**config.mk**
```make
export PLATFORM = sky130hd
export DESIGN_NAME = sd_host_top
export DESIGN_NICKNAME = d
export VERILOG_FILES = /design/src/verilog/sd_pkg.sv /design/src/verilog/sd_regs.sv /design/src/verilog/sd_block_seq.sv /design/src/verilog/sd_card_link.sv /design/src/verilog/sd_host_top.sv
export SDC_FILE = /design/constraint.sdc
export NUM_CORES = 1
export LEC_CHECK = 0
export BUFFER_PORTS_ARGS = -buffer_cell sky130_fd_sc_hd__buf_2
export CAP_MARGIN = 10
export CORE_ASPECT_RATIO = 1.25
export CORE_MARGIN = 3
export CORE_UTILIZATION = 40
export CTS_BUF_LIST = sky130_fd_sc_hd__clkbuf_4 sky130_fd_sc_hd__clkbuf_8 sky130_fd_sc_hd__clkbuf_16
export DETAILED_ROUTE_END_ITERATION = 8
export PLACE_DENSITY = 0.65
export SETUP_SLACK_MARGIN = 0.1
export SLEW_MARGIN = 0
export SYNTH_ARGS = -nofsm -noshare
export SYNTH_HDL_FRONTEND = slang
export SYNTH_SLANG_ARGS = --single-unit
```
**constraint.sdc**
```tcl
create_clock -name clk -period 7.8 [get_ports clk]
set_input_delay 0.39 -clock clk [delete_from_list [all_inputs] [get_ports clk]]
set_output_delay 0.39 -clock clk [all_outputs]
set_load 0.1 [all_outputs]
```
**src/verilog/sd_pkg.sv**
```systemverilog
// SD host controller shared definitions: register map, opcodes, status codes and timing constants
package sd_pkg;

    // Operation opcodes as written to the control word
    typedef enum logic [1:0] {
        OP_READ  = 2'd2,
        OP_WRITE = 2'd3
    } sd_op_e;

    // Status word codes
    typedef enum logic [2:0] {
        ST_IDLE  = 3'd2,
        ST_READ  = 3'd3,
        ST_WRITE = 3'd4,
        ST_ERROR = 3'd5
    } sd_status_e;

    // Register write addresses
    localparam logic [2:0] REG_BASE  = 3'd0;    // Memory base address
    localparam logic [2:0] REG_LBA   = 3'd1;    // Card block address
    localparam logic [2:0] REG_COUNT = 3'd2;    // Number of blocks
    localparam logic [2:0] REG_CTRL  = 3'd3;    // Opcode in bits 1:0

    // Register read addresses, 1 to 3 return the mutex
    localparam logic [2:0] RD_STATUS = 3'd0;
    localparam logic [2:0] RD_BASE   = 3'd4;
    localparam logic [2:0] RD_LBA    = 3'd5;
    localparam logic [2:0] RD_COUNT  = 3'd6;

    // Memory stride of one card block
    localparam logic [31:0] BLOCK_BYTES = 32'd512;

    // Cycles the card gets to raise ack after card_req
    localparam logic [7:0] LINK_TIMEOUT = 8'd64;

endpackage

```
**src/verilog/sd_regs.sv**
```systemverilog
// SD host register window with mutex, control decoding and status tracking
module sd_regs (
    input  logic               clk,
    input  logic               rst_n,
    input  logic [2:0]         reg_addr,
    input  logic               reg_read,
    output logic [31:0]        reg_rdata,
    input  logic               reg_write,
    input  logic [31:0]        reg_wdata,
    output logic               op_req,
    output sd_pkg::sd_op_e     op_kind,
    output logic [31:0]        op_base,
    output logic [31:0]        op_lba,
    output logic [31:0]        op_count,
    input  logic               op_ack,
    input  logic               op_err
);

    logic [31:0]        base_q;
    logic [31:0]        lba_q;
    logic [31:0]        count_q;
    logic [2:0]         mutex_q;
    sd_pkg::sd_status_e status_q;
    logic               idle;
    logic               ctrl_wr;
    logic               start_rd;
    logic               start_wr;
    logic               start;
    logic               done;
    logic               claim;

    assign idle     = !op_req;                  // No operation in flight
    assign ctrl_wr  = idle && reg_write && reg_addr == sd_pkg::REG_CTRL;
    assign start_rd = ctrl_wr && reg_wdata[1:0] == sd_pkg::OP_READ;
    assign start_wr = ctrl_wr && reg_wdata[1:0] == sd_pkg::OP_WRITE;
    assign start    = start_rd || start_wr;     // Other opcodes are dropped
    assign done     = op_req && op_ack;         // One cycle, op_req falls next
    assign claim    = mutex_q == 3'd0 && reg_read &&
                      reg_addr inside {3'd1, 3'd2, 3'd3};

    // Operands stay stable for the sequencer since writes are locked out
    assign op_base  = base_q;
    assign op_lba   = lba_q;
    assign op_count = count_q;

    always_comb begin
        case (reg_addr)
            sd_pkg::RD_STATUS:  reg_rdata = {29'd0, status_q};
            3'd1, 3'd2, 3'd3:   reg_rdata = {29'd0, mutex_q};
            sd_pkg::RD_BASE:    reg_rdata = base_q;
            sd_pkg::RD_LBA:     reg_rdata = lba_q;
            sd_pkg::RD_COUNT:   reg_rdata = count_q;
            default:            reg_rdata = 32'd0;
        endcase
    end

    always_ff @(posedge clk or negedge rst_n) begin
        if (!rst_n) begin
            base_q  <= 32'd0;
            lba_q   <= 32'd0;
            count_q <= 32'd0;
        end else if (idle && reg_write) begin
            if (reg_addr == sd_pkg::REG_BASE) begin
                base_q <= reg_wdata;
            end
            if (reg_addr == sd_pkg::REG_LBA) begin
                lba_q <= reg_wdata;
            end
            if (reg_addr == sd_pkg::REG_COUNT) begin
                count_q <= reg_wdata;
            end
        end
    end

    // Slot value 4 marks the controller itself as owner
    always_ff @(posedge clk or negedge rst_n) begin
        if (!rst_n) begin
            mutex_q <= 3'd0;
        end else if (start) begin
            mutex_q <= 3'd4;
        end else if (done) begin
            mutex_q <= 3'd0;
        end else if (claim) begin
            mutex_q <= reg_addr;                // Reading slot k claims k
        end
    end

    always_ff @(posedge clk or negedge rst_n) begin
        if (!rst_n) begin
            op_req   <= 1'b0;
            status_q <= sd_pkg::ST_IDLE;
        end else if (start) begin
            op_req   <= 1'b1;
            status_q <= start_wr ? sd_pkg::ST_WRITE : sd_pkg::ST_READ;
        end else if (done) begin
            op_req   <= 1'b0;
            status_q <= op_err ? sd_pkg::ST_ERROR : sd_pkg::ST_IDLE;
        end
    end

    always_ff @(posedge clk) begin
        if (start) begin
            op_kind <= start_wr ? sd_pkg::OP_WRITE : sd_pkg::OP_READ;
        end
    end

endmodule

```
**src/verilog/sd_block_seq.sv**
```systemverilog
// SD block sequencer: splits an operation into single-block card commands
module sd_block_seq (
    input  logic               clk,
    input  logic               rst_n,
    input  logic               op_req,
    input  sd_pkg::sd_op_e     op_kind,
    input  logic [31:0]        op_base,
    input  logic [31:0]        op_lba,
    input  logic [31:0]        op_count,
    output logic               op_ack,
    output logic               op_err,
    output logic               blk_req,
    output sd_pkg::sd_op_e     blk_kind,
    output logic [31:0]        blk_lba,
    output logic [31:0]        blk_mem,
    input  logic               blk_ack,
    input  logic               blk_err
);

    typedef enum logic [1:0] {
        S_IDLE,
        S_ISSUE,
        S_WAIT,
        S_DONE
    } seq_state_e;

    seq_state_e  state;
    logic [31:0] remain;                        // Blocks not yet acknowledged
    logic        err_q;
    logic        load;
    logic        step;

    assign load   = state == S_IDLE && op_req;
    // Next block only once the link has released ack and nothing failed
    assign step   = state == S_WAIT && !blk_ack && !err_q && remain != 32'd0;
    assign op_err = err_q;

    always_ff @(posedge clk or negedge rst_n) begin
        if (!rst_n) begin
            state   <= S_IDLE;
            remain  <= 32'd0;
            err_q   <= 1'b0;
            blk_req <= 1'b0;
            op_ack  <= 1'b0;
        end else begin
            case (state)
                S_IDLE: begin
                    if (op_req) begin
                        remain <= op_count;
                        err_q  <= 1'b0;
                        if (op_count == 32'd0) begin
                            op_ack <= 1'b1;     // Empty operation, no card traffic
                            state  <= S_DONE;
                        end else begin
                            blk_req <= 1'b1;
                            state   <= S_ISSUE;
                        end
                    end
                end
                S_ISSUE: begin
                    if (blk_ack) begin
                        blk_req <= 1'b0;
                        err_q   <= blk_err;
                        remain  <= remain - 32'd1;
                        state   <= S_WAIT;
                    end
                end
                S_WAIT: begin
                    if (step) begin
                        blk_req <= 1'b1;
                        state   <= S_ISSUE;
                    end else if (!blk_ack) begin
                        op_ack <= 1'b1;         // Last block or first failure
                        state  <= S_DONE;
                    end
                end
                S_DONE: begin
                    if (!op_req) begin
                        op_ack <= 1'b0;
                        state  <= S_IDLE;
                    end
                end
                default: state <= S_IDLE;
            endcase
        end
    end

    always_ff @(posedge clk) begin
        if (load) begin
            blk_kind <= op_kind;
            blk_lba  <= op_lba;
            blk_mem  <= op_base;
        end else if (step) begin
            blk_lba <= blk_lba + 32'd1;
            blk_mem <= blk_mem + sd_pkg::BLOCK_BYTES;
        end
    end

endmodule

```
**src/verilog/sd_card_link.sv**
```systemverilog
// SD card link: four-phase card exchange per block with response timeout
module sd_card_link (
    input  logic               clk,
    input  logic               rst_n,
    input  logic               blk_req,
    input  sd_pkg::sd_op_e     blk_kind,
    input  logic [31:0]        blk_lba,
    input  logic [31:0]        blk_mem,
    output logic               blk_ack,
    output logic               blk_err,
    output logic               card_req,
    output logic               card_write,
    output logic [31:0]        card_lba,
    output logic [31:0]        card_mem,
    input  logic               card_ack,
    input  logic               card_err
);

    typedef enum logic [1:0] {
        L_IDLE,
        L_REQUEST,
        L_RELEASE,
        L_REPLY
    } link_state_e;

    link_state_e state;
    logic [7:0]  tmo_cnt;                       // Cycles since card_req rose
    logic        err_q;
    logic        launch;

    assign launch  = state == L_IDLE && blk_req;
    assign blk_err = err_q;

    always_ff @(posedge clk or negedge rst_n) begin
        if (!rst_n) begin
            state    <= L_IDLE;
            tmo_cnt  <= 8'd0;
            err_q    <= 1'b0;
            card_req <= 1'b0;
            blk_ack  <= 1'b0;
        end else begin
            case (state)
                L_IDLE: begin
                    if (blk_req) begin
                        card_req <= 1'b1;
                        tmo_cnt  <= 8'd0;
                        state    <= L_REQUEST;
                    end
                end
                L_REQUEST: begin
                    if (card_ack) begin
                        card_req <= 1'b0;
                        err_q    <= card_err;
                        state    <= L_RELEASE;
                    end else if (tmo_cnt == sd_pkg::LINK_TIMEOUT) begin
                        card_req <= 1'b0;       // Card gave up on, no ack expected
                        err_q    <= 1'b1;
                        blk_ack  <= 1'b1;
                        state    <= L_REPLY;
                    end else begin
                        tmo_cnt <= tmo_cnt + 8'd1;
                    end
                end
                L_RELEASE: begin
                    if (!card_ack) begin
                        blk_ack <= 1'b1;
                        state   <= L_REPLY;
                    end
                end
                L_REPLY: begin
                    if (!blk_req) begin
                        blk_ack <= 1'b0;
                        state   <= L_IDLE;
                    end
                end
                default: state <= L_IDLE;
            endcase
        end
    end

    // Card fields held for the whole exchange
    always_ff @(posedge clk) begin
        if (launch) begin
            card_write <= blk_kind == sd_pkg::OP_WRITE;
            card_lba   <= blk_lba;
            card_mem   <= blk_mem;
        end
    end

endmodule

```
**src/verilog/sd_host_top.sv**
```systemverilog
// SD host controller top: register window, block sequencer and card link in a chain
module sd_host_top (
    input  logic               clk,
    input  logic               rst_n,
    input  logic [2:0]         reg_addr,
    input  logic               reg_read,
    output logic [31:0]        reg_rdata,
    input  logic               reg_write,
    input  logic [31:0]        reg_wdata,
    output logic               card_req,
    output logic               card_write,
    output logic [31:0]        card_lba,
    output logic [31:0]        card_mem,
    input  logic               card_ack,
    input  logic               card_err
);

    // Register stage to sequencer
    logic               op_req;
    sd_pkg::sd_op_e     op_kind;
    logic [31:0]        op_base;
    logic [31:0]        op_lba;
    logic [31:0]        op_count;
    logic               op_ack;
    logic               op_err;

    // Sequencer to card link
    logic               blk_req;
    sd_pkg::sd_op_e     blk_kind;
    logic [31:0]        blk_lba;
    logic [31:0]        blk_mem;
    logic               blk_ack;
    logic               blk_err;

    sd_regs i_regs (
        .clk       (clk),
        .rst_n     (rst_n),
        .reg_addr  (reg_addr),
        .reg_read  (reg_read),
        .reg_rdata (reg_rdata),
        .reg_write (reg_write),
        .reg_wdata (reg_wdata),
        .op_req    (op_req),
        .op_kind   (op_kind),
        .op_base   (op_base),
        .op_lba    (op_lba),
        .op_count  (op_count),
        .op_ack    (op_ack),
        .op_err    (op_err)
    );

    sd_block_seq i_seq (
        .clk      (clk),
        .rst_n    (rst_n),
        .op_req   (op_req),
        .op_kind  (op_kind),
        .op_base  (op_base),
        .op_lba   (op_lba),
        .op_count (op_count),
        .op_ack   (op_ack),
        .op_err   (op_err),
        .blk_req  (blk_req),
        .blk_kind (blk_kind),
        .blk_lba  (blk_lba),
        .blk_mem  (blk_mem),
        .blk_ack  (blk_ack),
        .blk_err  (blk_err)
    );

    sd_card_link i_link (
        .clk        (clk),
        .rst_n      (rst_n),
        .blk_req    (blk_req),
        .blk_kind   (blk_kind),
        .blk_lba    (blk_lba),
        .blk_mem    (blk_mem),
        .blk_ack    (blk_ack),
        .blk_err    (blk_err),
        .card_req   (card_req),
        .card_write (card_write),
        .card_lba   (card_lba),
        .card_mem   (card_mem),
        .card_ack   (card_ack),
        .card_err   (card_err)
    );

endmodule

```
==> reports/qor.csv <==
stage,metric,value,unit
status,outcome,"complete, no violations",
pwr,internal_power,0.003616,W
sta,worstMarginPinSlew,1.056,ns
sta,period_minus_slack,2.864,ns
global_routing,antenna_found_initial,1,
synth,yosysTopAreaCellShare,0.2914,
synth,synth_seq_cells,284,
hold_path,min_to,i_link.blk_err$_DFFE_PN0P_,
pwr,leakage,6.105,nW
sta,skew,0.01204,ns
critical_path,ff2ff_setup_slack,4.99,ns
floorplanning,io_pins,139,
detailed_routing,final_antenna_net_count,0,
global_routing,grt_pass1_wl,53.82,mm
sta,relSlewSlack,0.2900,
clocking,cts.root.buffer_cell,clkbuf_16,
synth,ys.flop_type,dfrtp_1,
pwr,p_seq_frac,0.414,
final_layout,antenna_cells,0,
global_routing,grt_max_degree,98,
critical_path,endpoint_kind,output port,
clocking,cts_sinks,284,
pwr,clockPowerShare,0.208,
detailed_routing,drc,0,
sta,timing.final.crit_share,0.3672,
final_layout,fillers,2989,
synth,async_reset_ff_frac,0.5387,
final_layout,nNetsFinal,1353,
clocking,cts_tree,done,
pwr,power_density,417.6,nW/um^2
sta,setup_viol,0,
clocking,h-tree-depth,1,
sta,max_freq,349.2,MHz
clocking,clk_latency,0.55,ns
sta,slew_violations,0,
final_layout,fin_cells,1742,
detailed_routing,wl,34.08,mm
pwr,switchingPower,0.002870,W
detailed_routing,vias,9676,
floorplanning,die_area,36000,sq um
pwr,netSwitchingFraction,0.4425,
global_routing,grt_usage,0.1887,
sta,hold_viol_final,0,
synth,netlist_instances,1180,
global_routing,overflow,0,
pwr,p_comb_frac,0.379,
critical_path,worst_setup_path_start_kind,input pin,
job,cap_violations,0,
clocking,clockBufferDepth,3,
detailed_routing,wl_per_cell,19.56,microns
critical_path,r2r_start,i_seq.state[0]$_DFFE_PN0P_,
final_layout,final_area,15530,sq um
critical_path,arrival,2.47,ns
synth,netlist_top_cells_count,"dfrtp_1, nand2_1, edfxtp_1",
critical_path,r2r_cells,6,
clocking,cts_buffers,28,
sta,rsz0062_at_grt,no,
pwr,peakVddDrop,0.0002303,V
clocking,cts_resized,0,
hold_path,hold_start,card_err,
floorplanning,placementRows,74,
placement,dp_hpwl,24.08,mm
floorplanning,die_w,170.3,microns
global_routing,grt_pass1_vias,9661,
hold_path,hp-class,in -> reg,
synth,post-synth-top-count-cell,dfrtp_1,
final_layout,drive_above_1_share,0.2424,
detailed_routing,first_iter_violations,624,
floorplanning,die_h,211.4,microns
placement,place_inst,1689,
placement,port_buffers,138,
detailed_routing,dr.pass1.iters,4,
synth,synth.net_count,1231,
final_layout,synthToLayoutAreaGrowth,15.06,%
synth,synthesis.area,13500,sq um
floorplanning,start_util,0.4095,
final_layout,register_area,7764,sq um
synth,synth_area_leader_cell,edfxtp_1,
synth,synth_area_per_cell,11.44,sq um
detailed_routing,routed_via_density,5.555,
critical_path,required,7.41,ns
sta,postLayoutSetupSlackWorst,4.936,ns
floorplanning,coreArea,32960,sq um
synth,yosysUniqueCellTypes,63,
synth,synth_edf_count,131,
sta,fin_tns_setup,0,ns
hold_path,worstHoldPathCells,2,
critical_path,r2r_end,i_seq.blk_mem[15]$_DFFE_PP_,
placement,place.gp.congestion,0.8379,
critical_path,critPathKind,in -> out,
placement,place_ws,4.780,ns
critical_path,cp_max_fo,39,
synth,synth-seq-area-share,0.5752,
final_layout,multi_input_area,5434,sq um
synth,yosysWarnings,0,
pwr,finalPower,0.006486,W
synth,yosys-top-cells-area,"edfxtp_1, dfrtp_1, mux2_2",
clocking,clk_pin_slew_worst_paths,0.06,ns
placement,place_area,14590,sq um
[worst max path at each step]
stage / slack [ns] / cells after the start / to / from
after global placement: 4.86 / 7 / i_regs.op_count[30]$_DFFE_PN0P_ / reg_addr[1]
final: 4.94 / 8 / reg_rdata[10] / reg_addr[1]
after floorplan: 4.34 / 4 / reg_rdata[0] / reg_addr[0]
after detailed placement: 4.78 / 7 / i_regs.op_count[23]$_DFFE_PN0P_ / reg_addr[1]
after CTS: 4.89 / 8 / reg_rdata[15] / reg_addr[1]
after global routing: 4.70 / 8 / reg_rdata[15] / reg_addr[1]
[cell families after synthesis]
kind of cell / count (synthesis) / synth area share
simple gates: 398 / 0.1511
flops: 284 / 0.5752
compound gates: 220 / 0.09733
mux: 133 / 0.1076
buf+inv: 79 / 0.02317
xor+xnor: 56 / 0.03634
fa+ha+maj: 10 / 0.009270
[critical path: stages]
cell and delay [ns]:
buf_2 0.08, buf_4 0.35, nor2b_2 0.59, buf_4 0.32, nand2_1 0.07, o21ai_0 0.07, and2_1 0.14, buf_2 0.43
[placed cells by master (no fill, tap or decap), drive strengths merged, types with 4 or more instances in the layout]
master / netlist / routed
clkinv: 1 / 11
clkbuf: 39 / 40
mux2i: 36 / 36
xor2: 37 / 37
edfxtp: 131 / 131
and2: 35 / 35
o2bb2ai: 5 / 5
a2bb2oi: 6 / 6
buf: 22 / 152
a31oi: 7 / 7
o22ai: 6 / 6
nor2b: 5 / 5
a21oi: 36 / 36
nand3b: 5 / 5
dfrtp: 152 / 152
nor2: 55 / 55
o211ai: 5 / 5
and4: 7 / 7
inv: 17 / 17
and3: 23 / 23
o21a: 4 / 4
o31ai: 4 / 4
xnor2: 19 / 19
o22a: 8 / 8
o21ai: 112 / 112
ha: 10 / 10
nand4: 34 / 34
a22oi: 9 / 9
nand3: 30 / 30
nor3: 20 / 20
nand2: 139 / 139
nor4: 27 / 27
or4: 5 / 5
mux2: 97 / 97
[final cells by class]
class                   count  share of cell area
clock buffers              40             0.05438
clock inverters            12            0.005478
inverters                  18            0.004431
multi-input cells         817              0.3499
flip-flops and latches    284              0.4999
well taps                 418             0.03367
repair buffers            153             0.05228
[routing by layer]
metal,track usage,vias up,routed length [microns]
li1,-,4595,-
met1,0.2434,4771,14400
met2,0.3277,242,17080
met3,0.02316,66,1472
met4,0.06717,2,1126
met5,0,-,8
[registers in the layout, summed over array words and instances, names as in the netlist]
name / flops
i_link.blk_ack: 1
i_link.blk_err: 1
i_link.card_lba: 32
i_link.card_mem: 32
i_link.card_req: 1
i_link.card_write: 1
i_link.state: 2
i_link.tmo_cnt: 8
i_regs.mutex_q: 3
i_regs.op_base: 32
i_regs.op_count: 32
i_regs.op_kind: 1
i_regs.op_lba: 32
i_regs.op_req: 1
i_regs.status_q: 3
i_seq.blk_kind: 1
i_seq.blk_lba: 32
i_seq.blk_mem: 32
i_seq.blk_req: 1
i_seq.op_ack: 1
i_seq.op_err: 1
i_seq.remain: 32
i_seq.state: 2
[power by group through the flow]
stage	clock network, W	logic, W	registers (W)
after floorplan	0	0.00118	0.00342
after global placement	0	0.00243	0.00269
after detailed placement	0	0.00247	0.00271
after CTS	0.00138	0.00248	0.00268
after global routing	0.00144	0.00264	0.00276
final	0.00135	0.00246	0.00268
[what timing repair did]
action | in CTS | in global routing
endpoints found under the hold margin | 49 | 0
setup buffers | 0 | 0
hold buffers | 1 | 0
[stage by stage]
| stage | hold WS, ns | utilization |
|---|---|---|
| floorplan | 0.09441 | - |
| global placement | 0.4038 | 0.4427 |
| detailed placement | 0.4052 | 0.4427 |
| CTS | 0.08197 | 0.4712 |
| global route | 0.08867 | 0.4712 |
| finish | 0.1059 | 0.4712 |
Power figures use the tool's default switching activity.
